==> config.mk <==
export PLATFORM = sky130hd
export DESIGN_NAME = scancode_queue
export DESIGN_NICKNAME = d
export VERILOG_FILES = /design/src/logic/mmio_pkg.sv /design/src/logic/scancode_queue.sv
export SDC_FILE = /design/constraint.sdc
export NUM_CORES = 1
export LEC_CHECK = 0
export BUFFER_PORTS_ARGS = -buffer_cell sky130_fd_sc_hd__buf_2
export CAP_MARGIN = 15
export CORE_MARGIN = 3
export CORE_UTILIZATION = 40
export CTS_CLUSTER_DIAMETER = 120
export DETAILED_ROUTE_END_ITERATION = 10
export PLACE_DENSITY = 0.54
export SLEW_MARGIN = 20
export SYNTH_ARGS = -nofsm -noshare
export SYNTH_HDL_FRONTEND = slang
export SYNTH_SLANG_ARGS = --single-unit
==> constraint.sdc <==
create_clock -name clk_pipeline -period 6.7 [get_ports clk_pipeline]
set_input_delay 1.34 -clock clk_pipeline [delete_from_list [all_inputs] [get_ports clk_pipeline]]
set_output_delay 1.34 -clock clk_pipeline [all_outputs]
set_load 0.02 [all_outputs]
==> src/logic/mmio_pkg.sv <==
package mmio_pkg;

    ////////////////////////////////////////////////////////////////////////////
    // address map
    ////////////////////////////////////////////////////////////////////////////

    // top nibble of the 30-bit word address
    localparam logic [3:0] region_vmem   = 4'hc;
    localparam logic [3:0] region_trap   = 4'hd;
    localparam logic [3:0] region_kbd    = 4'he;
    localparam logic [3:0] region_loader = 4'hf;

    // sub field inside region d that traps
    localparam logic [7:0] trap_sub = 8'hdd;

    // display write with this scroll field asks for a scroll
    localparam logic [3:0] scroll_sel = 4'hf;

    ////////////////////////////////////////////////////////////////////////////
    // sizes
    ////////////////////////////////////////////////////////////////////////////

    localparam int loader_aw        = 13;
    localparam int char_queue_depth = 8;
    localparam int key_queue_depth  = 8;
    localparam int char_ptr_w       = $clog2(char_queue_depth);
    localparam int key_ptr_w        = $clog2(key_queue_depth);

    ////////////////////////////////////////////////////////////////////////////
    // types
    ////////////////////////////////////////////////////////////////////////////

    // generic device view of a data address
    typedef struct packed {
        logic [3:0]  region;
        logic [7:0]  sub;
        logic [17:0] word;
    } dev_addr_t;

    // display view of the same word
    typedef struct packed {
        logic [3:0]  region;
        logic [3:0]  scroll;
        logic [8:0]  pad;
        logic [12:0] char_word;
    } vmem_addr_t;

    typedef union packed {
        dev_addr_t  dev;
        vmem_addr_t vmem;
    } dmem_addr_u;

    // data access from the cpu
    typedef struct packed {
        logic        read;
        logic        write;
        dmem_addr_u  addr;
        logic [31:0] wdata;
        logic [3:0]  byte_en;
    } dmem_req_t;

    // request toward the external data cache
    typedef struct packed {
        logic        read;
        logic        write;
        logic [3:0]  wen;
        logic [29:0] addr;
        logic [31:0] wdata;
    } dcache_req_t;

    // one character write for the text display
    typedef struct packed {
        logic        scroll;
        logic [14:0] addr;
        logic [7:0]  ch;
    } char_req_t;

endpackage

==> src/logic/scancode_queue.sv <==
module scancode_queue (
    input  logic       clk_pipeline,
    input  logic       rst,
    input  logic       key_strobe,
    input  logic [7:0] key_code,
    input  logic       pop,
    output logic [7:0] head,
    output logic       kb_ready,
    output logic       kb_overflow
);

    logic [7:0]                     codes [mmio_pkg::key_queue_depth];
    logic [mmio_pkg::key_ptr_w-1:0] wr_ptr;
    logic [mmio_pkg::key_ptr_w-1:0] rd_ptr;
    logic [mmio_pkg::key_ptr_w:0]   count;
    logic                           full;
    logic                           push_fire;
    logic                           pop_fire;

    assign full      = (count == (mmio_pkg::key_ptr_w + 1)'(mmio_pkg::key_queue_depth));
    assign kb_ready  = (count != '0);
    assign push_fire = key_strobe & ~full;
    assign pop_fire  = pop & kb_ready;
    assign head      = codes[rd_ptr];

    always_ff @(posedge clk_pipeline) begin
        if (!rst) begin
            wr_ptr      <= '0;
            rd_ptr      <= '0;
            count       <= '0;
            kb_overflow <= 1'b0;
        end else begin
            if (push_fire) begin
                wr_ptr <= wr_ptr + 1'b1;
            end
            if (pop_fire) begin
                rd_ptr <= rd_ptr + 1'b1;
            end
            count <= count + push_fire - pop_fire;
            // sticky until the cpu reads a code
            if (pop_fire) begin
                kb_overflow <= 1'b0;
            end else if (key_strobe && full) begin
                kb_overflow <= 1'b1;
            end
        end
    end

    always_ff @(posedge clk_pipeline) begin
        if (push_fire) begin
            codes[wr_ptr] <= key_code;
        end
    end

endmodule

==> impl_metrics.tcl <==
set metrics [dict create \
    hold_depth 2 \
    vias_per_cell 5.11 \
    timing.fmax_mhz 269 \
    timing.final.crit_period_ps 3720 \
    placed_area_sq_mm 0.00341 \
    first_global_vias 1606 \
    synth.area.top_cells "edfxtp_1 60%, mux4_1 12%, dfxtp_1 8.8%" \
    worstPathRequired_ps 5360 \
    gr-usage-met2_pct 21.2 \
    drv_cap 0 \
    grtUsageTotal_pct 13.5 \
    die_area_sq_mm 0.00912 \
    cts_sinks 78 \
    num_vias 1563 \
    worst_slew_margin_rel_pct 32.0 \
    final_nets 220 \
    start_util_pct 41.2 \
    grt_pass1_wl_microns 8690 \
    syn_area_sq_mm 0.00320 \
    ys_ff_latch 78 \
    drive_above_1_share_pct 24.5 \
    wl_per_cell_microns 18.0 \
    yosysTopAreaCellShare_pct 60.0 \
    fin_area_sq_mm 0.00362 \
    grt.busiest_layer "met2" \
    power_density_mw_per_mm2 346 \
    seq_area_frac_synth_pct 68.8 \
    clk_pin_slew_ps 80 \
    power.total_mw 1.25 \
    htree_num_levels 3 \
    synth_largest_area_cell "edfxtp_1" \
    finClkSkew_ps 8.85 \
    cts_max_path_buffers 2 \
    first_iter_violations 68 \
    cts_tree "done" \
    stdcell_count 306 \
    dp_hpwl_microns 3490 \
    synthCells 173 \
    ir_worst_vdd_v 0.000156 \
    use_met3_pct 3.79 \
    worstSetupPathType "reg2out" \
    dpl.cell_count 290 \
    post_cts_buffers 0 \
    gr-total-overflow 0 \
    rsz0062_at_grt "no" \
    setup.worst_path.start_class "flop" \
    hold_path.class "reg2reg" \
    status "complete, no violations" \
    final_cell_mix "64 x edfxtp_1, 21 x buf_2, 15 x mux4_1" \
    arrival_ps 2380 \
    worst_pin_slew_ps 1020 \
    use_met1_pct 17.7 \
    drt_wl_total_microns 5510 \
    grt_max_degree 19 \
    gp_congestion 0.720 \
    ioPinCount 22 \
    synth.distinct_cells 30 \
    power_leakage_nw 1.27 \
    critPathMaxFanout 16 \
    drc_errors 0 \
    first_pass_iters 4 \
    die_w_microns 95.5 \
    area_growth_pct 13.2 \
    ff2ff_path_depth 11 \
    postCtsResizedCells 0 \
    synth_nets 194 \
    cts_hold_buf 0 \
    yosysWarnings 0 \
    antenna_found_initial 0 \
    antenna_left 0 \
    antennaDiodeCount 0 \
    hold_viol 0 \
    clock-root-buffer "clkbuf_8" \
    clock_latency_ps 340 \
    final_common_cell "edfxtp_1" \
    slew_viol_final 0 \
    port_buffers 21 \
    worstSetupEndpointType "output port" \
    fin_crit_sh_pct 55.6 \
    setup_viol 0 \
    design.core.area_sq_mm 0.00777 \
    dieHeight_microns 95.5 \
    numCtsBuffers 9 \
    tns_ps 0 \
    syn_area_per_cell_sq_um 18.5 \
    core.rowCount 32 \
    n_fill_cell 675 \
]
[through the flow]
| step | utilization [%] | hold WS, ps | worst slack, ps |
|---|---|---|---|
| after floorplan | - | 445 | 3800 |
| final | 46.7 | 521 | 2980 |
| after detailed placement | 43.9 | 505 | 3300 |
| after global routing | 46.7 | 534 | 2830 |
| after global placement | 43.9 | 474 | 3320 |
| after CTS | 46.7 | 520 | 2920 |
[sequential cells by signal, indices dropped and copies added, names as in the netlist, named ones only]
register,cells
codes,64
count,4
kb_overflow,1
rd_ptr,3
wr_ptr,3
[worst max-delay path, cell delays in order, from the launching register on]
cell and delay, ps:
dfxtp_1 940, mux4_1 660, mux2_2 270, buf_2 160
[synthesized netlist by cell type]
library cell   n
a21o_1         1
a21oi_1        1
a31oi_1        1
and2_1         3
and3_1         1
buf_1          1
buf_12         1
buf_2          1
buf_6          1
clkbuf_1       3
dfxtp_1       14
edfxtp_1      64
fa_1           1
ha_1           8
inv_1          6
mux2_2         8
mux2i_1        8
mux4_1        15
mux4_2         1
nand2_1       11
nand2b_1       7
nand3_1        2
nor2_1         4
nor2b_1        1
nor3_1         4
nor3b_1        1
nor4_1         1
or3b_1         1
or3b_2         1
xnor2_1        1
[cell families after synthesis]
kind of cell | Yosys count | synth area share (%)
simple gates | 37 | 6.02
mux | 32 | 18.3
compound gates | 3 | 0.586
xor+xnor | 1 | 0.273
buf+inv | 13 | 2.30
flops | 78 | 68.7
fa+ha+maj | 9 | 3.75
[where the power goes]
part	leakage [nW]	internal, mW	switching, mW	total, mW
registers	0.695	0.569	0.0427	0.612
logic	0.467	0.133	0.136	0.268
clock network	0.104	0.207	0.166	0.374
total	1.27	0.909	0.345	1.25
[cell type report]
class | instances | area, sq um | share of cell area (%)
Timing Repair Buffer | 22 | 113 | 3.11
Inverter | 6 | 22.5 | 0.621
Clock inverter | 7 | 88.8 | 2.45
Sequential cell | 78 | 2200 | 60.8
Clock buffer | 9 | 124 | 3.42
Multi-Input combinational cell | 82 | 947 | 26.1
Tap cell | 102 | 128 | 3.52
[layer usage]
metal	vias up	part of all wire, %
met4	0	1.3
met3	7	4.1
met2	31	49
li1	735	-
met5	-	0
met1	790	45
[path summary, 6_finish.rpt]
kind,slack [ps],endpoint,startpoint
max,2980,head[6],flop
min,520,rd_ptr[0],rd_ptr[0]
max reg2reg,4020,count[2],count[2]
min reg2reg,520,rd_ptr[0],rd_ptr[0]
Power figures use the tool's default switching activity.
