$ cat config.mk
export PLATFORM = sky130hd
export DESIGN_NAME = ps2_receiver
export DESIGN_NICKNAME = d
export VERILOG_FILES = /design/src/logic/ps2_receiver.sv
export SDC_FILE = /design/constraint.sdc
export NUM_CORES = 1
export LEC_CHECK = 0
export ABC_CLOCK_PERIOD_IN_PS = 5100
export BUFFER_PORTS_ARGS = -buffer_cell sky130_fd_sc_hd__buf_2
export CAP_MARGIN = 10
export CORE_MARGIN = 2
export CORE_UTILIZATION = 58
export DETAILED_ROUTE_END_ITERATION = 8
export PLACE_DENSITY_LB_ADDON = 0.25
export RECOVER_POWER = 50
export SLEW_MARGIN = 20
export SYNTH_ARGS = -nofsm -noshare
export SYNTH_HDL_FRONTEND = slang
export SYNTH_SLANG_ARGS = --single-unit
$ cat constraint.sdc
create_clock -name clk_pipeline -period 5.1 [get_ports clk_pipeline]
set_clock_uncertainty 0.15 [all_clocks]
set_input_delay 0.51 -clock clk_pipeline [delete_from_list [all_inputs] [get_ports clk_pipeline]]
set_output_delay 0.51 -clock clk_pipeline [all_outputs]
set_load 0.01 [all_outputs]
$ cat src/logic/ps2_receiver.sv
module ps2_receiver (
    input  logic       clk_pipeline,
    input  logic       rst,
    input  logic       ps2_clk,
    input  logic       ps2_data,
    output logic       key_strobe,
    output logic [7:0] key_code
);

    logic [1:0]  clk_sync;
    logic [1:0]  data_sync;
    logic        clk_prev;
    logic        clk_fall;
    logic [9:0]  shift;
    logic [3:0]  bit_cnt;
    logic [10:0] frame;
    logic        frame_ok;

    ////////////////////////////////////////////////////////////////////////////
    // synchronizers and edge detect
    ////////////////////////////////////////////////////////////////////////////

    // both lines idle high
    always_ff @(posedge clk_pipeline) begin
        if (!rst) begin
            clk_sync  <= 2'b11;
            data_sync <= 2'b11;
            clk_prev  <= 1'b1;
        end else begin
            clk_sync  <= {clk_sync[0], ps2_clk};
            data_sync <= {data_sync[0], ps2_data};
            clk_prev  <= clk_sync[1];
        end
    end

    assign clk_fall = clk_prev & ~clk_sync[1];

    ////////////////////////////////////////////////////////////////////////////
    // frame assembly
    ////////////////////////////////////////////////////////////////////////////

    // lsb first, the stop bit is the bit arriving now
    assign frame    = {data_sync[1], shift};
    // start low, stop high, odd parity over data and parity bit
    assign frame_ok = ~frame[0] & frame[10] & (^frame[9:1]);

    always_ff @(posedge clk_pipeline) begin
        if (!rst) begin
            bit_cnt    <= 4'd0;
            key_strobe <= 1'b0;
        end else begin
            key_strobe <= 1'b0;
            if (clk_fall) begin
                if (bit_cnt == 4'd10) begin
                    bit_cnt    <= 4'd0;
                    key_strobe <= frame_ok;
                end else begin
                    bit_cnt <= bit_cnt + 4'd1;
                end
            end
        end
    end

    always_ff @(posedge clk_pipeline) begin
        if (clk_fall && bit_cnt != 4'd10) begin
            shift <= {data_sync[1], shift[9:1]};
        end
        if (clk_fall && bit_cnt == 4'd10) begin
            key_code <= frame[8:1];
        end
    end

endmodule

==> report_table.html <==
<table>
<tr><th>Metric</th><th>Value</th></tr>
<tr><th colspan="2">Pwr</th></tr>
<tr><td>Pwr/cell area</td><td>352 nW/µm²</td></tr>
<tr><td>Cell-internal power</td><td>~0.00033 W</td></tr>
<tr><td>Sw frac</td><td>approximately 17%</td></tr>
<tr><td>Clock share of power</td><td>34.9%</td></tr>
<tr><td>Logic gate share of total power</td><td>about 3%</td></tr>
<tr><td>Worst IR Drop VDD</td><td>about 0.22 mV</td></tr>
<tr><td>Leakage power</td><td>roughly 0.4 nW</td></tr>
<tr><td>Sw Pwr</td><td>roughly 0.000068 W</td></tr>
<tr><td>Part of the power in registers</td><td>approximately 62%</td></tr>
<tr><th colspan="2">Cells and area</th></tr>
<tr><td>Inserted Diodes</td><td>0</td></tr>
<tr><td>Share of post-route cells with drive strength above 1</td><td>between 20% and 30%</td></tr>
<tr><td>Final standard cell count with taps included and fillers excluded</td><td>96</td></tr>
<tr><td>Most common cell after layout, fill and taps aside</td><td>sky130_fd_sc_hd__edfxtp_1</td></tr>
<tr><td>Most frequent cells in the layout</td><td>18 x sky130_fd_sc_hd__edfxtp_1, 11 x sky130_fd_sc_hd__buf_2, 10 x sky130_fd_sc_hd__dfxtp_1</td></tr>
<tr><td>Final instance area</td><td>between 1000 and 1500 µm²</td></tr>
<tr><td>Layout-stage area growth over the synthesis result</td><td>13.7%</td></tr>
<tr><td>Number of fill cells</td><td>between 90 and 100</td></tr>
<tr><td>Number of nets in the final layout</td><td>85</td></tr>
<tr><th colspan="2">Global route</th></tr>
<tr><td>Initial antenna violation count</td><td>0</td></tr>
<tr><td>Global-route usage over all layers</td><td>16.4%</td></tr>
<tr><td>Gr ovfl total</td><td>0</td></tr>
<tr><td>Vias in the first global route</td><td>around 500</td></tr>
<tr><td>Global-route wire length before repair</td><td>about 2200 µm</td></tr>
<tr><td>Pin count of the biggest net entering global routing</td><td>17</td></tr>
<tr><th colspan="2">Synth</th></tr>
<tr><td>Mean instance size in the synthesized netlist</td><td>roughly 16 µm²</td></tr>
<tr><td>Syn Nets</td><td>68</td></tr>
<tr><td>Sequential-to-total area share from yosys stat</td><td>roughly 74%</td></tr>
<tr><td>Synth unique cells</td><td>20</td></tr>
<tr><td>Ys Warns</td><td>0</td></tr>
<tr><td>Synthesized flop and latch total</td><td>28</td></tr>
<tr><td>Area of the mapped netlist</td><td>roughly 1000 µm²</td></tr>
<tr><td>Post-Synthesis Cells</td><td>64</td></tr>
<tr><th colspan="2">Route</th></tr>
<tr><td>Initial drt markers</td><td>5</td></tr>
<tr><td>Sum of routed wire length over all layers</td><td>about 1300 µm</td></tr>
<tr><td>Routed len/inst</td><td>13.8 µm</td></tr>
<tr><td>Detail-routed via count per cell</td><td>5.35</td></tr>
<tr><td>Post-detailed-route DRC marker count</td><td>0</td></tr>
<tr><td>DR vias</td><td>514</td></tr>
<tr><td>DRT Pass-1 Iters</td><td>4</td></tr>
<tr><td>Final antenna-violating net count</td><td>0</td></tr>
<tr><th colspan="2">STA</th></tr>
<tr><td>Hold Fails Final Rpt</td><td>0</td></tr>
<tr><td>Maximum operating frequency</td><td>around 550 MHz</td></tr>
<tr><td>Setup repair after global routing missed its margin</td><td>false</td></tr>
<tr><td>Fraction of the cycle the final worst path needs</td><td>a little over a third</td></tr>
<tr><td>Worst hold margin</td><td>0.213 ns</td></tr>
<tr><td>Setup-failing EPs final</td><td>0</td></tr>
<tr><td>Final max-slew violation count</td><td>0</td></tr>
<tr><td>Relative slew slack</td><td>32.3%</td></tr>
<tr><td>Transition time of the tightest slew-check pin</td><td>1.01 ns</td></tr>
<tr><td>Min Tclk post-route</td><td>1.83 ns</td></tr>
<tr><td>Sum of negative setup slack</td><td>0 ns</td></tr>
<tr><th colspan="2">Worst setup path</th></tr>
<tr><td>Maximum fanout along the worst path</td><td>10</td></tr>
<tr><td>Required time of the worst setup path</td><td>4.91 ns</td></tr>
<tr><td>Critical path startpoint category</td><td>register</td></tr>
<tr><td>Critical Path Source</td><td>bit_cnt[3]</td></tr>
<tr><td>Origin of the critical flop-to-flop path</td><td>bit_cnt[3]</td></tr>
<tr><td>Worst endpoint data arrival time</td><td>1.63 ns</td></tr>
<tr><td>Crit end category</td><td>register</td></tr>
<tr><td>Setup CP Type</td><td>reg -&gt; reg</td></tr>
<tr><th colspan="2">Place</th></tr>
<tr><td>Final GP Congestion</td><td>0.776</td></tr>
<tr><td>Placement-stage cell area</td><td>around 1100 µm²</td></tr>
<tr><td>Number of instances in the placed design</td><td>92</td></tr>
<tr><td>IO Port Bufs</td><td>12</td></tr>
<tr><td>Dpl hpwl</td><td>946 µm</td></tr>
<tr><th colspan="2">Die</th></tr>
<tr><td>Height of the die</td><td>around 45 µm</td></tr>
<tr><td>Horiz. Die Dim</td><td>around 45 µm</td></tr>
<tr><td>Count of pins on the block boundary</td><td>13</td></tr>
<tr><td>Total die area</td><td>approximately 2100 µm²</td></tr>
<tr><td>Area inside the core boundary</td><td>about 1600 µm²</td></tr>
<tr><td>Number of standard-cell rows in the floorplan</td><td>14</td></tr>
<tr><td>Effective utilization at floorplan</td><td>63.8%</td></tr>
<tr><th colspan="2">Hold path</th></tr>
<tr><td>Type of the most critical hold path</td><td>in -&gt; reg</td></tr>
<tr><td>Min-Delay Startpoint</td><td>ps2_clk</td></tr>
<tr><th colspan="2">Clock tree</th></tr>
<tr><td>Clock slew at reported path FFs</td><td>about 0.14 ns</td></tr>
<tr><td>Maximum level of the CTS H-tree</td><td>1</td></tr>
<tr><td>Maximum buffer depth of the clock tree</td><td>2</td></tr>
<tr><td>Post-CTS Setup Bufs</td><td>0</td></tr>
<tr><td>Clock buffers created by TritonCTS</td><td>3</td></tr>
<tr><td>Clock root buffer</td><td>sky130_fd_sc_hd__clkbuf_4</td></tr>
<tr><td>Clock latency reported for the late side of the worst-skew pair</td><td>approximately 0.32 ns</td></tr>
<tr><td>Total clock sinks</td><td>28</td></tr>
<tr><td>TritonCTS clock tree</td><td>built</td></tr>
<tr><td>Total of cells resized after clock tree synthesis</td><td>0</td></tr>
<tr><td>Hold buffer count at cts</td><td>0</td></tr>
<tr><th colspan="2">Flow run</th></tr>
<tr><td>Max-capacitance violation count</td><td>0</td></tr>
<tr><th colspan="2">Status</th></tr>
<tr><td>Result of the run</td><td>complete, no violations</td></tr>
</table>
routing by layer:
metal	track usage [%]	part of all wire, %
met1	23.8	50
met2	22.3	45
met3	3.57	3.0
met4	10.6	2.4
met5	0	0
final timing paths:
check            endpoint  slack, ns  cells past startpoint
min reg2reg  data_sync[1]       0.28                      1
max reg2reg      shift[5]       3.27                      2
min           clk_sync[0]       0.21                      2
max              shift[5]       3.27                      2
cell usage after synthesis (all sizes together):
library cell / instances / share of area (%)
a211oi: 1 / 0.75
a21boi: 2 / 1.5
a21oi: 1 / 0.50
a31oi: 1 / 0.63
and2: 1 / 0.63
dfxtp: 10 / 20
edfxtp: 18 / 54
inv: 1 / 0.38
nand2b: 7 / 4.4
nand3b: 1 / 0.75
nand4b: 1 / 0.88
nor2: 3 / 1.1
nor2b: 3 / 1.9
nor3: 1 / 0.50
nor3b: 1 / 0.75
o21ai: 3 / 1.5
or3b: 1 / 0.88
xnor2: 4 / 3.5
xnor3: 1 / 2.3
xor2: 3 / 2.6
cell type report:
class | count | area (µm²) | area share [%]
clock buffers | 3 | 22.5 | 1.99
well taps | 16 | 20.0 | 1.77
flip-flops and latches | 28 | 741 | 65.5
repair buffers | 12 | 58.8 | 5.20
multi-input cells | 35 | 255 | 22.6
clock inverters | 1 | 30.0 | 2.65
inverters | 1 | 3.75 | 0.332
sequential cells by signal, indices dropped and copies added (netlist names):
| name | cells |
|---|---|
| data_sync | 2 |
| clk_prev | 1 |
| key_code | 8 |
| key_strobe | 1 |
| shift | 10 |
| clk_sync | 2 |
| bit_cnt | 4 |
power groups by stage:
stage	clock network, W	registers, W	logic (W)
after CTS	0.000139	0.000247	0.0000121
after floorplan	0	0.000251	0.00000904
after detailed placement	0	0.000252	0.0000122
after global routing	0.000149	0.000248	0.0000133
final	0.000139	0.000247	0.0000118
after global placement	0	0.000252	0.0000120
worst max-delay path: stages, from the launching register on:
cell and delay (ns):
sky130_fd_sc_hd__dfxtp_1 0.37, sky130_fd_sc_hd__nor2b_1 0.17, sky130_fd_sc_hd__a31oi_1 0.77
kinds of logic (layout without fill, tap and decap cells):
kind of cell              after synthesis  after routing  synth area share [%]
buffers and inverters                   1             17                 0.377
xor gates and xnor gates                8              8                  8.43
and+or+nand+nor                        19             19                  11.8
AOI/OAI and AO/OA                       8              8                  4.90
DFF                                    28             28                  74.5
per-stage QoR:
stage	util, %	total power (W)	worst slack (ns)
2_1_floorplan	-	0.000260	3.42
3_3_place_gp	68.9	0.000264	3.28
3_5_place_dp	68.9	0.000265	3.19
4_1_cts	72.3	0.000399	3.16
5_1_grt	72.6	0.000410	3.11
6_report	72.6	0.000398	3.27
(Power assumes the default switching activity.)
