**config.mk**
```make
export PLATFORM = sky130hd
export DESIGN_NAME = char_request_queue
export DESIGN_NICKNAME = d
export VERILOG_FILES = /design/src/logic/mmio_pkg.sv /design/src/logic/char_request_queue.sv
export SDC_FILE = /design/constraint.sdc
export NUM_CORES = 1
export LEC_CHECK = 0
export BUFFER_PORTS_ARGS = -buffer_cell sky130_fd_sc_hd__buf_2
export CAP_MARGIN = 20
export CORE_AREA = 2 2 154 156
export DETAILED_ROUTE_END_ITERATION = 8
export DIE_AREA = 0 0 156 158
export HOLD_SLACK_MARGIN = 0.1
export PLACE_DENSITY = 0.52
export SYNTH_ARGS = -nofsm -noshare
export SYNTH_HDL_FRONTEND = slang
export SYNTH_SLANG_ARGS = --single-unit
```
**constraint.sdc**
```tcl
create_clock -name clk_pipeline -period 4.3 [get_ports clk_pipeline]
set_input_delay 0.43 -clock clk_pipeline [delete_from_list [all_inputs] [get_ports clk_pipeline]]
set_output_delay 0.43 -clock clk_pipeline [all_outputs]
set_load 0.02 [all_outputs]
```
**src/logic/mmio_pkg.sv**
```systemverilog
package mmio_pkg;

    ////////////////////////////////////////////////////////////////////////////
    // address map
    ////////////////////////////////////////////////////////////////////////////

    // top nibble of the 30-bit word address
    localparam logic [3:0] region_vmem   = 4'hc;
    localparam logic [3:0] region_trap   = 4'hd;
    localparam logic [3:0] region_kbd    = 4'he;
    localparam logic [3:0] region_loader = 4'hf;

    // sub field inside region d that traps
    localparam logic [7:0] trap_sub = 8'hdd;

    // display write with this scroll field asks for a scroll
    localparam logic [3:0] scroll_sel = 4'hf;

    ////////////////////////////////////////////////////////////////////////////
    // sizes
    ////////////////////////////////////////////////////////////////////////////

    localparam int loader_aw        = 13;
    localparam int char_queue_depth = 8;
    localparam int key_queue_depth  = 8;
    localparam int char_ptr_w       = $clog2(char_queue_depth);
    localparam int key_ptr_w        = $clog2(key_queue_depth);

    ////////////////////////////////////////////////////////////////////////////
    // types
    ////////////////////////////////////////////////////////////////////////////

    // generic device view of a data address
    typedef struct packed {
        logic [3:0]  region;
        logic [7:0]  sub;
        logic [17:0] word;
    } dev_addr_t;

    // display view of the same word
    typedef struct packed {
        logic [3:0]  region;
        logic [3:0]  scroll;
        logic [8:0]  pad;
        logic [12:0] char_word;
    } vmem_addr_t;

    typedef union packed {
        dev_addr_t  dev;
        vmem_addr_t vmem;
    } dmem_addr_u;

    // data access from the cpu
    typedef struct packed {
        logic        read;
        logic        write;
        dmem_addr_u  addr;
        logic [31:0] wdata;
        logic [3:0]  byte_en;
    } dmem_req_t;

    // request toward the external data cache
    typedef struct packed {
        logic        read;
        logic        write;
        logic [3:0]  wen;
        logic [29:0] addr;
        logic [31:0] wdata;
    } dcache_req_t;

    // one character write for the text display
    typedef struct packed {
        logic        scroll;
        logic [14:0] addr;
        logic [7:0]  ch;
    } char_req_t;

endpackage

```
**src/logic/char_request_queue.sv**
```systemverilog
module char_request_queue (
    input  logic                clk_pipeline,
    input  logic                rst,
    input  logic                push,
    input  mmio_pkg::char_req_t push_req,
    output logic                full,
    input  logic                take,
    output mmio_pkg::char_req_t head,
    output logic                valid
);

    mmio_pkg::char_req_t                entries [mmio_pkg::char_queue_depth];
    logic [mmio_pkg::char_ptr_w-1:0]    wr_ptr;
    logic [mmio_pkg::char_ptr_w-1:0]    rd_ptr;
    logic [mmio_pkg::char_ptr_w:0]      count;
    logic                               push_fire;
    logic                               take_fire;

    assign full      = (count == (mmio_pkg::char_ptr_w + 1)'(mmio_pkg::char_queue_depth));
    assign valid     = (count != '0);
    // a push while full waits, the cpu is stalled on it
    assign push_fire = push & ~full;
    assign take_fire = take & valid;
    assign head      = entries[rd_ptr];

    ////////////////////////////////////////////////////////////////////////////
    // pointers and fill level
    ////////////////////////////////////////////////////////////////////////////

    always_ff @(posedge clk_pipeline) begin
        if (!rst) begin
            wr_ptr <= '0;
            rd_ptr <= '0;
            count  <= '0;
        end else begin
            if (push_fire) begin
                wr_ptr <= wr_ptr + 1'b1;
            end
            if (take_fire) begin
                rd_ptr <= rd_ptr + 1'b1;
            end
            case ({push_fire, take_fire})
                2'b10:   count <= count + 1'b1;
                2'b01:   count <= count - 1'b1;
                default: count <= count;
            endcase
        end
    end

    // storage
    always_ff @(posedge clk_pipeline) begin
        if (push_fire) begin
            entries[wr_ptr] <= push_req;
        end
    end

endmodule

```
==> metrics.txt, run 1 <==
Die H between 150 and 200 um; clock skew roughly 0.0073 ns; root buffer cell clkbuf_16; Pwr per Cell Area 587 nW/um^2; CTS Hold Bufs 0; Starting Density 0.342; Routed wire per std cell approximately 21 um; Crit Path Max Fanout 27; WP data arrival approximately 2.5 ns; Sink Count 205; die area about 25000 sq um; fin nets 459; n_diodes 0; Worst EP required roughly 3.9 ns; cell taking the most area after synthesis edfxtp_1; run status finished clean; DR WL met2 between 7000 and 8000 um; max_cap viols 0; FF+latch count, synth 205; clk slew on worst S/H paths around 0.06 ns; post-synth cell types 30; Worst setup SP type register; TritonRoute pass-1 iters 7; hold_ws ~0.20 ns; Post-synth top cells 192 x edfxtp_1, 48 x mux4_2, 25 x mux2_2; post-synthesis sequential area ratio 0.765; via/cell ratio between 4 and 5; Post-CTS Setup Inserts 0; Max Clock Freq around 0.34 GHz; antenna viol nets, final 0; CTS max path bufs 3; Tot GR Track Use 0.128; Syn Inst Count 352; share of the synthesized area in the top cell type 0.732; post-synthesis net count approximately 390; Period Utilization, post-route 0.681; max-slew violation count 0; post-route setup TNS 0 ns; min-delay src push_req[10]; CTS tree done; initial antenna violation count 0; asr flop ratio synth 0; vias in the first global route 3913; max-slew headroom at the worst pin 0.490; H-tree depth 1; Final setup viols 0; Clock Latency Late Sink about 0.49 ns; Worst IR Drop VDD between 0.2 and 0.3 mV; dpl cell area roughly 8500 sq um; Final Hold Violating Endpoints 0; RSZ-0062 raised after global routing no; RePlAce Congestion roughly 0.68; count leader, synth edfxtp_1; Placeable Area between 20000 and 25000 sq um; 1st-iter DRT viols ~210; number of synthesized flops with an enable pin approximately 190; FP Rows 56; R2R cell count 9; first-pass GRT wire length between 20000 and 25000 um; final worst path period need ~2.9 ns; met1 wire length 7090 um; final non-filler cell total 731; Setup crit end kind output port; Worst Hold Class in2reg; yosys warns 0; largest net degree at the start of global routing 49; Pleak 2.99 nW; share of post-route cells with drive strength above 1 0.413; # placed instances just under 700; uppermost layer routed met4; Final Cell Area 9280 sq um; worst reg-to-reg setup slack 1.68 ns; worst flop-to-flop path startpoint count[1]$_SDFFE_PN0P_; post-CTS resize count 0; final wirelength between 15000 and 20000 um; Syn Area/Cell 22.4 sq um; kind of critical path reg2out; via count 3606; Inserted Clock Buffers 22; reg-to-reg endpoint count[2]$_SDFFE_PN0P_; grt total ovfl 0; top_reg_cell synth edfxtp_1; drt drc 0; DPL Wire Length roughly 8100 um; Area growth syn-to-layout 17.8%; Die X-Extent approximately 160 um; crit path to head[1]; Netlist Area Pre-Place between 7000 and 8000 sq um; I/O Buffers between 50 and 60; metal3 WL a little under 700 um; Worst Tran Pin Value around 0.76 ns; I/O pins between 50 and 60; Synth area leaders edfxtp_1 73%, mux4_2 14%, mux2_2 3.6%
==> through the flow <==
step	utilization	setup WS (ns)	total power, W
2_1_floorplan	-	0.754	0.00336
3_3_place_gp	0.370	1.69	0.00367
3_5_place_dp	0.370	1.68	0.00369
4_1_cts	0.401	1.14	0.00552
5_1_grt	0.403	1.23	0.00572
6_report	0.403	1.37	0.00545
==> metal layers <==
metal | track usage | up-vias
met1 | 0.175 | 1899
met5 | 0 | -
met3 | 0.0268 | 16
li1 | - | 1616
met4 | 0.0293 | 0
met2 | 0.214 | 75
==> how the worst min path moves through the flow <==
| stage | depth (start not counted) | to | slack (ns) |
|---|---|---|---|
| floorplan | 2 | count[3]$_SDFFE_PN0P_ | 0.45 |
| global placement | 2 | count[3]$_SDFFE_PN0P_ | 0.46 |
| detailed placement | 2 | count[3]$_SDFFE_PN0P_ | 0.48 |
| CTS | 1 | entries[4][7]$_DFFE_PP_ | 0.19 |
| global route | 1 | entries[1][4]$_DFFE_PP_ | 0.20 |
| finish | 1 | entries[0][10]$_DFFE_PP_ | 0.20 |
==> state kept, by name (all words and copies together) (netlist names), named ones only <==
name,count
count,4
entries,192
rd_ptr,3
wr_ptr,3
==> cell type report <==
class,count,area (sq um)
Inverter,2,7.51
Timing Repair Buffer,66,388
Clock inverter,11,108
Clock buffer,28,594
Tap cell,290,363
Multi-Input combinational cell,129,1790
Fill cell,2061,13800
Sequential cell,205,6030
==> power by group <==
part	switching, W	internal, W
registers	0.000125	0.00234
clock network	0.000717	0.00110
logic	0.000585	0.000584
==> layout by cell type, fill, tap and decap left out, drive strengths merged, types with 2 or more instances in the layout <==
master / synthesis / routed
a21boi: 3 / 3
and2: 6 / 6
buf: 9 / 66
bufinv: 0 / 2
clkbuf: 7 / 28
clkinv: 0 / 8
dfxtp: 13 / 13
edfxtp: 192 / 192
ha: 5 / 5
inv: 2 / 2
mux2: 25 / 25
mux2i: 2 / 2
mux4: 48 / 48
nand2: 7 / 7
nand2b: 3 / 3
nand3: 5 / 5
nor2: 3 / 3
nor3: 5 / 5
xnor2: 5 / 5
xor2: 2 / 2
==> kinds of logic (layout without fill, tap and decap cells) <==
kind of cell               count (synthesis)  after routing  synth area share
muxes                                     75             75             0.175
DFF                                      205            205             0.765
and+or+nand+nor                           35             35            0.0254
xor gates and xnor gates                   7              7           0.00778
AOI/OAI and AO/OA                          7              7           0.00635
adders and majority gates                  5              5           0.00794
buffers and inverters                     18            107            0.0124
==> worst max-delay path, stage by stage (launching register included) <==
cell and delay [ns]:
dfxtp_4 0.66, buf_12 0.31, mux4_2 0.54, mux2_2 0.32
buf_2 0.17
(Power assumes the default switching activity.)
==> run 2: changes to the inputs <==
--- a/config.mk
+++ b/config.mk
@@ -11,7 +11,7 @@
 export DETAILED_ROUTE_END_ITERATION = 8
 export DIE_AREA = 0 0 156 158
 export HOLD_SLACK_MARGIN = 0.1
-export PLACE_DENSITY = 0.52
+export PLACE_DENSITY = 0.54
 export SYNTH_ARGS = -nofsm -noshare
 export SYNTH_HDL_FRONTEND = slang
 export SYNTH_SLANG_ARGS = --single-unit
==> constraint.sdc (replaced) <==
create_clock -name clk_pipeline -period 2.5 [get_ports clk_pipeline]
set_input_delay 0.25 -clock clk_pipeline [delete_from_list [all_inputs] [get_ports clk_pipeline]]
set_output_delay 0.25 -clock clk_pipeline [all_outputs]
set_load 0.02 [all_outputs]
==> run 2 against run 1 <==
Final area grew 4.8%. Via count grew 4.9%. Worst hold slack got worse by 0.090 ns. Combinational power up 99%. Die area did not move. Routed wire length barely moved. Largest cell class unchanged.
==> metrics.txt, run 2 (synthesized netlist as in run 1, its figures left out) <==
Inserted Clock Buffers 23 (+4.5%); clk slew on worst S/H paths 0.05 ns (about the same); switch share 0.266 (+0.00370); DPL Wire Length 9150 um (+12%); WP buf/inv 2 (unchanged); max reg flops 192 (unchanged); dpl cell area 8700 sq um (+1.9%); run status finished clean; CP max-delay cell mux4_2; TritonRoute pass-1 iters 4 (-3); Seq pwr share 0.434 (-0.019); RePlAce Congestion 0.740 (+8.1%); Worst EP required 2.25 ns (-1.62 ns); Worst Tran Pin Value 1.04 ns (+0.275 ns); max_cap viols 0 (unchanged); Pwr per Cell Area 976 nW/um^2 (+66%); worst flop-to-flop path startpoint count[1]$_SDFFE_PN0P_; P_sw 0.00252 W (+77%); final worst path period need 2.39 ns; Final setup viols 0 (unchanged); I/O Buffers 53 (unchanged); most frequent cells in the layout 192 x edfxtp_1, 53 x buf_2, 48 x mux4_2, 26 x dlygate4sd3_1, 25 x mux2_2; Crit path depth 4 (unchanged); grt total ovfl 0 (unchanged); worst path cell trace buf_6 -> mux4_2 -> mux2_2 -> buf_2; clock share of power 0.320 (-0.013); crit path to head[4]; Top Registers entries x192, count x4; max-slew violation count 0 (unchanged); Period Utilization, post-route 0.957; 1st-iter DRT viols 262 (+25%); Max Clock Freq between 0.4 and 0.5 GHz; post-route setup TNS 0 ns (unchanged); final core utilization 0.422 (+0.0192); Crit Path Max Fanout 14 (-48%); Final Cell Area 9720 sq um (+4.8%); Pleak 3.18 nW (+6.4%); Logic pwr share 0.246 (+0.031); Reg with most FFs entries; Multi-input gate area 1820 sq um (+1.5%); RSZ-0062 raised after global routing no; largest net degree at the start of global routing 35 (-29%); Die X-Extent 156 um (unchanged); CP top delay family multiplexers; vias in the first global route 4102 (+4.8%); clock skew 0.00775 ns (+0.000484 ns); reg-to-reg endpoint count[2]$_SDFFE_PN0P_; n_diodes 0 (unchanged); fin nets 501 (+9.2%); final wirelength 15300 um (about the same); root buffer cell clkbuf_16; slowest cell delay on critical path 0.52 ns (-0.14 ns); Post-CTS Setup Inserts 0 (unchanged); max-slew headroom at the worst pin 0.304 (-0.186); Clock Latency Late Sink 0.50 ns (about the same); die area 24600 sq um (unchanged); FP Rows 56 (unchanged); Tot GR Track Use 0.128 (-0.000194); Worst setup SP type register; Final Hold Violating Endpoints 0 (unchanged); R2R cell count 10 (+1); WP data arrival 2.14 ns (-0.36 ns); commonest non-fill, non-tap cell in the layout edfxtp_1; drt drc 0 (unchanged); worst reg-to-reg setup slack 0.16 ns (-1.52 ns); Final Total Pwr 0.00949 W (+74%); Worst IR Drop VDD 0.518 mV (+76%); Placeable Area 23100 sq um (unchanged); Layout fillers 1996 (-3.2%); CTS max path bufs 3 (unchanged); Starting Density 0.342 (unchanged); kind of critical path reg2out; Reg area 6030 sq um (unchanged); CTS tree done; Sink Count 205 (unchanged); Int Power 0.00697 W (+73%); Setup crit end kind output port; H-tree depth 1 (unchanged); Die H 158 um (unchanged); Worst Hold Class in2reg; via count 3781 (+4.9%); Routed wire per std cell 19.8 um (-5.4%); initial antenna violation count 0 (unchanged); first-pass GRT wire length 23700 um (+0.94%); Area growth syn-to-layout 23.4%; via/cell ratio 4.89 (-0.84%); I/O pins 54 (unchanged); share of post-route cells with drive strength above 1 0.408 (-0.00483); antenna viol nets, final 0 (unchanged)
run 2: cell count changes in the layout (fill, tap and decap cells not counted), sizes merged:
| cell | before | now |
|---|---|---|
| dlygate4sd3 | 0 | 26 |
| bufinv | 2 | 1 |
| buf | 66 | 80 |
| clkbuf | 28 | 29 |
| clkinvlp | 1 | 3 |
run 2: through the flow:
step	hold slack, ns	instances	setup WS, ns
after CTS	0.105	771	0.0317
after global placement	0.468	705	0.0976
after floorplan	0.349	352	-0.408
after detailed placement	0.496	705	0.0705
final	0.114	773	0.106
after global routing	0.104	773	0.00378
run 2: repair_timing:
action,4_1_cts,5_1_grt
endpoints found under the setup margin,0,4
gates resized for setup,0,6
hold endpoints to repair,195,0
hold buffers,26,0
run 2: per-layer routing:
layer	vias up	global-route usage	share of wire	routed length, um
met5	-	0	0	0
met4	0	0.0376	0.023	345
met3	27	0.0235	0.037	561
met2	67	0.223	0.51	7750
met1	1989	0.165	0.43	6640
li1	1698	-	-	-
run 2: cell type report:
class,count,area share
inverter,2,0.000772
tap,290,0.0373
sequential,205,0.620
clock inverter,12,0.00914
timing repair buffer,107,0.0845
multi-input combinational,129,0.187
clock buffer,28,0.0611
run 2: how the worst min path moves through the flow:
stage,from,end,cells past startpoint
2_1_floorplan,push_req[0],entries[0][0]$_DFFE_PP_,0
3_3_place_gp,count[3]$_SDFFE_PN0P_,count[3]$_SDFFE_PN0P_,2
3_5_place_dp,count[3]$_SDFFE_PN0P_,count[3]$_SDFFE_PN0P_,2
4_1_cts,rst,wr_ptr[1]$_SDFFE_PN0P_,2
5_1_grt,rst,wr_ptr[2]$_SDFFE_PN0P_,2
6_report,rst,wr_ptr[1]$_SDFFE_PN0P_,2
run 2: worst register-to-register path, delay by kind of cell, from the launching register on:
family / cells / cell delay (ns)
compound gates: 2 / 0.29
xor+xnor: 2 / 0.24
simple gates: 3 / 0.98
flops: 1 / 0.32
fa+ha+maj: 2 / 0.38
buf+inv: 1 / 0.05
run 2: power by group through the flow:
stage / Combinational (W) / Clock (W) / Sequential (W)
finish: 0.00233 / 0.00304 / 0.00412
global route: 0.00254 / 0.00326 / 0.00414
global placement: 0.00227 / 0 / 0.00417
detailed placement: 0.00229 / 0 / 0.00418
floorplan: 0.00161 / 0 / 0.00418
CTS: 0.00233 / 0.00312 / 0.00411
