### config.mk
export PLATFORM = sky130hd
export DESIGN_NAME = mmio_decoder
export DESIGN_NICKNAME = d
export VERILOG_FILES = /design/src/logic/mmio_pkg.sv /design/src/logic/mmio_decoder.sv
export SDC_FILE = /design/constraint.sdc
export NUM_CORES = 1
export LEC_CHECK = 0
export ABC_AREA = 1
export BUFFER_PORTS_ARGS = -buffer_cell sky130_fd_sc_hd__buf_2
export CAP_MARGIN = 20
export CORE_AREA = 8 8 150 152
export DETAILED_ROUTE_END_ITERATION = 8
export DIE_AREA = 0 0 158 160
export GPL_TIMING_DRIVEN = 0
export PLACE_DENSITY = 0.43
export SKIP_LAST_GASP = 1
export SLEW_MARGIN = 5
export SYNTH_ARGS = -nofsm -noshare
export SYNTH_HDL_FRONTEND = slang
export SYNTH_SLANG_ARGS = --single-unit
### constraint.sdc
create_clock -name vclk -period 1.45
set_input_delay 0.29 -clock vclk [all_inputs]
set_output_delay 0.29 -clock vclk [all_outputs]
set_load 0.01 [all_outputs]
### src/logic/mmio_pkg.sv
package mmio_pkg;

    ////////////////////////////////////////////////////////////////////////////
    // address map
    ////////////////////////////////////////////////////////////////////////////

    // top nibble of the 30-bit word address
    localparam logic [3:0] region_vmem   = 4'hc;
    localparam logic [3:0] region_trap   = 4'hd;
    localparam logic [3:0] region_kbd    = 4'he;
    localparam logic [3:0] region_loader = 4'hf;

    // sub field inside region d that traps
    localparam logic [7:0] trap_sub = 8'hdd;

    // display write with this scroll field asks for a scroll
    localparam logic [3:0] scroll_sel = 4'hf;

    ////////////////////////////////////////////////////////////////////////////
    // sizes
    ////////////////////////////////////////////////////////////////////////////

    localparam int loader_aw        = 13;
    localparam int char_queue_depth = 8;
    localparam int key_queue_depth  = 8;
    localparam int char_ptr_w       = $clog2(char_queue_depth);
    localparam int key_ptr_w        = $clog2(key_queue_depth);

    ////////////////////////////////////////////////////////////////////////////
    // types
    ////////////////////////////////////////////////////////////////////////////

    // generic device view of a data address
    typedef struct packed {
        logic [3:0]  region;
        logic [7:0]  sub;
        logic [17:0] word;
    } dev_addr_t;

    // display view of the same word
    typedef struct packed {
        logic [3:0]  region;
        logic [3:0]  scroll;
        logic [8:0]  pad;
        logic [12:0] char_word;
    } vmem_addr_t;

    typedef union packed {
        dev_addr_t  dev;
        vmem_addr_t vmem;
    } dmem_addr_u;

    // data access from the cpu
    typedef struct packed {
        logic        read;
        logic        write;
        dmem_addr_u  addr;
        logic [31:0] wdata;
        logic [3:0]  byte_en;
    } dmem_req_t;

    // request toward the external data cache
    typedef struct packed {
        logic        read;
        logic        write;
        logic [3:0]  wen;
        logic [29:0] addr;
        logic [31:0] wdata;
    } dcache_req_t;

    // one character write for the text display
    typedef struct packed {
        logic        scroll;
        logic [14:0] addr;
        logic [7:0]  ch;
    } char_req_t;

endpackage

### src/logic/mmio_decoder.sv
module mmio_decoder (
    input  mmio_pkg::dmem_req_t   dmem,
    input  logic [29:0]           instr_addr,
    input  logic [31:0]           dc_rdata,
    input  logic [31:0]           ic_rdata,
    input  logic [31:0]           loader_rdata,
    input  logic [31:0]           loader_irdata,
    input  logic [7:0]            key_head,
    input  logic                  kb_ready,
    input  logic                  char_full,
    input  logic                  cache_stall,
    output mmio_pkg::dcache_req_t dcache,
    output logic                  ic_read,
    output logic [3:0]            loader_wen,
    output logic                  char_push,
    output mmio_pkg::char_req_t   char_req,
    output logic                  key_pop,
    output logic                  trap_stall,
    output logic                  mem_stall,
    output logic [31:0]           dmem_rdata,
    output logic [31:0]           instr_rdata
);

    mmio_pkg::dev_addr_t  dev;
    mmio_pkg::vmem_addr_t vmem;
    mmio_pkg::dev_addr_t  instr_dev;
    logic [3:0]           lane_wen;
    logic [1:0]           byte_ofs;

    // cpu byte lanes are numbered the other way round from memory lanes
    function automatic logic [3:0] swap_lanes(input logic [3:0] be);
        case (be)
            4'b0001: return 4'b1000;
            4'b0010: return 4'b0100;
            4'b0100: return 4'b0010;
            4'b1000: return 4'b0001;
            4'b0011: return 4'b1100;
            4'b1100: return 4'b0011;
            default: return 4'b1111;
        endcase
    endfunction

    assign dev       = dmem.addr.dev;
    assign vmem      = dmem.addr.vmem;
    assign instr_dev = instr_addr;
    assign lane_wen  = swap_lanes(dmem.byte_en);

    ////////////////////////////////////////////////////////////////////////////
    // data side routing
    ////////////////////////////////////////////////////////////////////////////

    always_comb begin
        dcache.read  = 1'b0;
        dcache.write = 1'b0;
        dcache.wen   = 4'b0000;
        dcache.addr  = dmem.addr;
        dcache.wdata = dmem.wdata;
        loader_wen   = 4'b0000;
        char_push    = 1'b0;
        key_pop      = 1'b0;
        trap_stall   = 1'b0;
        dmem_rdata   = 32'd0;
        case (dev.region)
            mmio_pkg::region_vmem: begin
                char_push = dmem.write;
            end
            mmio_pkg::region_trap: begin
                // other region d reads just return zero
                if (dev.sub == mmio_pkg::trap_sub) begin
                    trap_stall = dmem.read | dmem.write;
                end
            end
            mmio_pkg::region_kbd: begin
                key_pop    = dmem.read;
                dmem_rdata = {24'd0, key_head};
            end
            mmio_pkg::region_loader: begin
                if (dmem.write) begin
                    loader_wen = lane_wen;
                end
                dmem_rdata = loader_rdata;
            end
            default: begin
                dcache.read  = dmem.read;
                dcache.write = dmem.write;
                dcache.wen   = lane_wen;
                dmem_rdata   = dc_rdata;
            end
        endcase
    end

    // display request, byte picked by the one-hot enable
    always_comb begin
        case (dmem.byte_en)
            4'b1000: begin
                byte_ofs    = 2'd0;
                char_req.ch = dmem.wdata[7:0];
            end
            4'b0100: begin
                byte_ofs    = 2'd1;
                char_req.ch = dmem.wdata[15:8];
            end
            4'b0010: begin
                byte_ofs    = 2'd2;
                char_req.ch = dmem.wdata[23:16];
            end
            default: begin
                byte_ofs    = 2'd3;
                char_req.ch = dmem.wdata[31:24];
            end
        endcase
        char_req.addr   = {vmem.char_word, byte_ofs};
        char_req.scroll = (vmem.scroll == mmio_pkg::scroll_sel);
    end

    // instruction fetch, region f comes from the loader
    assign ic_read     = (instr_dev.region != mmio_pkg::region_loader);
    assign instr_rdata = ic_read ? ic_rdata : loader_irdata;

    assign mem_stall = cache_stall
                     | (char_push & char_full)
                     | (key_pop & ~kb_ready)
                     | trap_stall;

endmodule

==> out/metrics.csv, run 1 <==
stage;metric;value;unit
global_routing;vias in the first global route;4133;
placed_design;Placed Cells incl. Taps;1060;
routing;TritonRoute pass-1 iters;7;
synth;Seq/Total Area, Yosys;0;
sta;Final Hold Fails;0;
global_routing;GRT overflow;0;
layout;Area Overhead vs Synth;164;%
placed_design;post-detail-place hpwl;13700;um
synth;Mapped Area;2060;sq um
layout;diode count;0;
sta;Final Max Tran Viols;0;
floorplan;die area;25300;sq um
synth;area share of the largest cell type after synthesis;0.417;
min_path;Hold Startpoint;dmem[40];
synth;Yosys warnings;0;
layout;Seq Cell Count;0;
routing;DR iter-0 viols;152;
layout;Register Area;0;sq um
floorplan;Core ar.;20000;sq um
min_path;HP Class;in2out;
sta;Setup Viol. Count Final;37;
routing;DR vias;4037;
floorplan;Initial Util;0.103;
synth;synth top area cells;nand2_1 42%, buf_4 29%, nand3_1 8.7%;
pwr;peak supply drop;107;uV
routing;routed len/inst;15.4;um
pwr;Tot Pwr;1.55;mW
floorplan;Die H;160;um
global_routing;antenna violations before repair;0;
sta;fmax;0.665;GHz
worst_setup_path;CP startpoint kind;primary input;
sta;Final Cycle Share;1.04;
outcome;failing checks;setup timing;
floorplan;I/O pin count;402;
sta;Worst Slack Setup Final;-0.0528;ns
layout;layout cells sized above 1;0.700;
worst_setup_path;Worst Path Required;1.16;ns
placed_design;Port Buffer Count;358;
placed_design;Setup WS pre-CTS;-0.662;ns
run;max-cap viol count;0;
synth;Synth top cells by count;229 x nand2_1, 80 x buf_4, 36 x nand3_1;
worst_setup_path;worst-path fanout max;8;
placed_design;Routability Congestion;0.751;
pwr;Power Density;285;nW/um^2
worst_setup_path;crit path DAT;1.21;ns
sta;Slew @ Worst Pin;0.243;ns
layout;nets;1056;
routing;Vias/cell;3.71;
layout;# clk buffers;0;
worst_setup_path;Crit. End Element;primary output;
synth;syn_nets;669;
min_path;Hold Path Depth;2;
synth;leading area contributor after synthesis;nand2_1;
routing;WL final;16700;um
outcome;status;finished with violations;
min_path;WHS Endpoint;char_req[14];
placed_design;post-placement cell area;4190;sq um
sta;final worst path period need;1.50;ns
global_routing;first-pass GRT wire length;23100;um
layout;Final Instance Area;5450;sq um
global_routing;largest net degree at the start of global routing;12;
global_routing;Total GRT Usage;0.115;
sta;relative slew slack;0.837;
layout;# fillers;2295;
routing;post-route ant nets;0;
clock_tree;cts hold-fix bufs;0;
sta;RSZ-0062 raised after global routing;true;
floorplan;Die Wd;158;um
layout;Finished Layout Cells;1087;
synth;syn avg cell area;4.78;sq um
pwr;Static Leakage;3.27;nW
floorplan;row count;52;
synth;most frequent cell after synthesis;nand2_1;
synth;Synth cell types;18;
worst_setup_path;CP Class;in2out;
routing;drt drc;0;
synth;Post-Syn Instances;432;
## cells by family after synthesis
family / Yosys count / synth area share
AOI/OAI and AO/OA: 8 / 0.0249
and+or+nand+nor: 305 / 0.610
buffers and inverters: 119 / 0.365
## power breakdown
group / switching [mW] / internal, mW / total (mW)
Sequential: 0 / 0 / 0
Combinational: 0.734 / 0.817 / 1.55
Clock: 0 / 0 / 0
Total: 0.734 / 0.817 / 1.55
## metal layers
| layer | routed length [um] | up-vias | GRT usage |
|---|---|---|---|
| met4 | 229 | 0 | 0.0159 |
| met5 | 0 | - | 0 |
| met1 | 5340 | 1744 | 0.107 |
| met2 | 9140 | 259 | 0.240 |
| li1 | - | 2019 | - |
| met3 | 2010 | 15 | 0.0318 |
## repair_timing
item / 4_1_cts / 5_1_grt
cloned: 6 / 3
setup endpoints to repair: 83 / 70
pin swaps: 20 / 38
gates resized for setup: 89 / 146
setup buffers: 16 / 5
## layout make-up
type               count  area, sq um  area share
inverters             29          146      0.0269
multi-input cells    314         1730       0.317
well taps            270          338      0.0620
repair buffers       384         2440       0.449
plain buffers         90          791       0.145
## per-stage QoR
stage	TNS (ns)	hold slack (ns)	util
2_1_floorplan	0	0.633	-
3_3_place_gp	-24.18	0.768	0.209
3_5_place_dp	-21.87	0.768	0.209
4_1_cts	-0.380	0.768	0.240
5_1_grt	-4.03	0.769	0.272
6_report	-0.971	0.767	0.272
## how the worst max path moves through the flow
stage	to	slack [ns]	depth (start not counted)	from
6_report	instr_rdata[19]	-0.05	8	instr_addr[27]
5_1_grt	char_req[6]	-0.11	8	dmem[2]
4_1_cts	char_req[3]	-0.07	8	dmem[3]
3_5_place_dp	dmem_rdata[13]	-0.66	7	dmem[64]
3_3_place_gp	dmem_rdata[13]	-0.68	7	dmem[64]
2_1_floorplan	dmem_rdata[10]	0.14	5	dmem[64]
## critical path, cell delays in order
cell and delay, ns:
buf_6 0.08, nand2_4 0.05, nor2_4 0.20, clkinv_4 0.15
clkbuf_16 0.19, nand2_2 0.06, nand2_2 0.07, buf_6 0.12
## cells in the final DEF, fill, tap and decap left out
cell type and count:
nor2_4 10, buf_4 87, o21ai_0 1, buf_6 39
nand2_8 2, buf_16 2, o21ai_4 2, clkbuf_4 2
nand2_4 18, nand2_1 174, o21ai_1 4, buf_8 9
inv_4 3, nor2_1 16, nand3_2 12, inv_1 23
nor4_1 1, nor3_2 1, buf_2 318, nor2_2 7
clkbuf_16 5, nand2_2 35, buf_12 9, clkbuf_8 3
nand3b_4 1, nand3_1 23, clkinv_4 1, o21ai_2 2
nand3_4 1, clkinv_8 2, nor3_4 1, nand4_1 3
Note: power is estimated with default switching activity, not from simulation.
==> inputs of run 2 (changes only) <==
CELL_PAD_IN_SITES_DETAIL_PLACEMENT = 0   (was default)
CELL_PAD_IN_SITES_GLOBAL_PLACEMENT = 2   (was default)
CORE_AREA = default   (was 8 8 150 152)
CORE_ASPECT_RATIO = 1.25   (was default)
CORE_MARGIN = 8   (was default)
CORE_UTILIZATION = 10   (was default)
DIE_AREA = default   (was 0 0 158 160)
PLACE_DENSITY = 0.95   (was 0.43)
==> run 2 against run 1 <==
The run still ends with setup timing left. Setup slack got worse by 0.041 ns. Clock-buffer cell count did not move. Flip-flop and latch count did not move. Largest cell class unchanged. Combinational power rose by 7%. Die area rose by 0.92%. Global-route usage rose by 0.21 points. Cell area rose by 5.9%. Sequential share of layout area did not move. Via count rose by 2.6%.
==> out/metrics.csv, run 2 (same netlist as run 1, synthesis figures left out) <==
stage;metric;value;unit;change
routing;drt drc;0;;unchanged
worst_setup_path;Crit. End Element;primary output;;
floorplan;die area;25500;sq um;+0.92%
sta;relative slew slack;0.813;;-0.0246
routing;post-route ant nets;0;;unchanged
layout;Finished Layout Cells;1089;;+0.18%
floorplan;row count;58;;+12%
sta;Slew @ Worst Pin;0.280;ns;+0.0368 ns
layout;most frequent cells in the layout;300 x buf_2, 119 x nand2_1, 83 x buf_4;;
placed_design;post-placement cell area;4190;sq um;unchanged
pwr;Static Leakage;3.44;nW;+5.2%
layout;Final Instance Area;5770;sq um;+5.9%
routing;WL final;18100;um;+8.4%
layout;Area Overhead vs Synth;180;%;
placed_design;Placed Cells incl. Taps;1060;;unchanged
floorplan;Initial Util;0.102;;-0.000690
worst_setup_path;worst-path fanout max;5;;-3
pwr;Power Density;287;nW/um^2;+0.78%
layout;# clk buffers;0;;unchanged
floorplan;Die H;177;um;+10%
floorplan;Core ar.;20200;sq um;+0.67%
outcome;failing checks;setup timing;;
global_routing;Total GRT Usage;0.117;;+0.00211
layout;nets;1058;;+0.19%
global_routing;antenna violations before repair;3;;+3
layout;Seq Cell Count;0;;unchanged
pwr;peak supply drop;124;uV;+16%
global_routing;GRT overflow;0;;unchanged
placed_design;post-detail-place hpwl;15300;um;+12%
worst_setup_path;Worst Path Required;1.16;ns;about the same
placed_design;Port Buffer Count;358;;unchanged
sta;Final Max Tran Viols;0;;unchanged
routing;TritonRoute pass-1 iters;4;;-3
outcome;status;finished with violations;;
layout;# fillers;2216;;-3.4%
routing;DR iter-0 viols;84;;-45%
floorplan;I/O pin count;402;;unchanged
global_routing;first-pass GRT wire length;22800;um;-1.1%
global_routing;vias in the first global route;4074;;-1.4%
sta;Setup Viol. Count Final;47;;+27%
run;max-cap viol count;0;;unchanged
sta;final worst path period need;1.54;ns;+0.0413 ns
layout;Register Area;0;sq um;unchanged
placed_design;Routability Congestion;0.831;;+11%
routing;DR vias;4141;;+2.6%
worst_setup_path;CP Capture Point;instr_rdata[12];;
worst_setup_path;CP startpoint kind;primary input;;
layout;layout cells sized above 1;0.753;;+0.0532
sta;Final Cycle Share;1.06;;+0.0285
worst_setup_path;CP Class;in2out;;
worst_setup_path;crit path DAT;1.25;ns;+0.04 ns
sta;fmax;0.648;GHz;-2.7%
placed_design;Setup WS pre-CTS;-0.565;ns;+0.0975 ns
clock_tree;cts hold-fix bufs;0;;unchanged
sta;Worst Slack Setup Final;-0.0941;ns;-0.0413 ns
worst_setup_path;Critical Path Source;instr_addr[27];;
min_path;HP Class;in2out;;
routing;Vias/cell;3.80;;+2.4%
layout;diode count;0;;unchanged
sta;RSZ-0062 raised after global routing;true;;
layout;commonest non-fill, non-tap cell in the layout;buf_2;;
sta;Final Hold Fails;0;;unchanged
routing;routed len/inst;16.6;um;+8.2%
floorplan;Die Wd;144;um;-8.6%
global_routing;largest net degree at the start of global routing;12;;unchanged
[run 2: cell count changes in the layout (fill, tap and decap cells not counted), moves of 3 or more]
cell	previous run	this run
nand2_4	18	32
buf_8	9	12
buf_6	39	66
nor2_2	7	1
nor2_1	16	26
nand2_1	174	119
buf_2	318	300
nand2_2	35	72
buf_4	87	83
nor2_4	10	6
nand2_8	2	6
[run 2: per-stage QoR]
stage          hold WS [ns]  power, mW  utilization  setup TNS, ns
5_1_grt               0.770       1.78        0.286          -4.16
2_1_floorplan         0.633      0.565            -              0
3_3_place_gp          0.768       1.24        0.208         -27.10
4_1_cts               0.768       1.35        0.230         -0.557
6_report              0.766       1.66        0.286          -1.57
3_5_place_dp          0.768       1.24        0.208         -26.08
[run 2: power by group]
part           leakage, nW  switching (mW)  total (mW)  internal, mW
sequential               0               0           0             0
clock                    0               0           0             0
combinational         3.44           0.783        1.66         0.872
[run 2: per-layer routing]
metal / routed length (um) / up-vias / GRT usage / part of all wire
met5: 13 / - / 0 / 0.00072
li1: - / 2021 / - / -
met3: 2250 / 37 / 0.0354 / 0.12
met2: 9900 / 300 / 0.249 / 0.55
met1: 5410 / 1781 / 0.102 / 0.30
met4: 535 / 2 / 0.0178 / 0.030
[run 2: how the worst min path moves through the flow]
stage | startpoint | endpoint | slack [ns] | cells past startpoint
floorplan | dmem[62] | char_push | 0.63 | 1
global placement | dmem[36] | dcache[32] | 0.77 | 2
detailed placement | dmem[37] | dcache[33] | 0.77 | 2
CTS | dmem[48] | char_req[22] | 0.77 | 2
global route | dmem[48] | char_req[22] | 0.77 | 2
finish | dmem[48] | char_req[22] | 0.77 | 2
[run 2: critical path: stages]
cell     delay (ns)
buf_6          0.08
nand2_4        0.05
nor2_4         0.20
buf_12         0.15
buf_6          0.09
buf_6          0.11
nand2_1        0.09
nand2_2        0.09
buf_6          0.10
[run 2: final cells by class]
type / count / area (sq um) / share of cell area
buffer: 90 / 782 / 0.135
inverter: 29 / 136 / 0.0236
multi-input combinational: 314 / 1950 / 0.337
tap: 270 / 338 / 0.0585
timing repair buffer: 386 / 2570 / 0.445
[run 2: repair_timing]
action                                  4_1_cts  5_1_grt
cloned                                        4        7
buffers inserted                             13        8
gates resized for setup                      89      242
pin swaps                                    13       46
hold endpoints to repair                      0        0
endpoints found under the setup margin       83       76
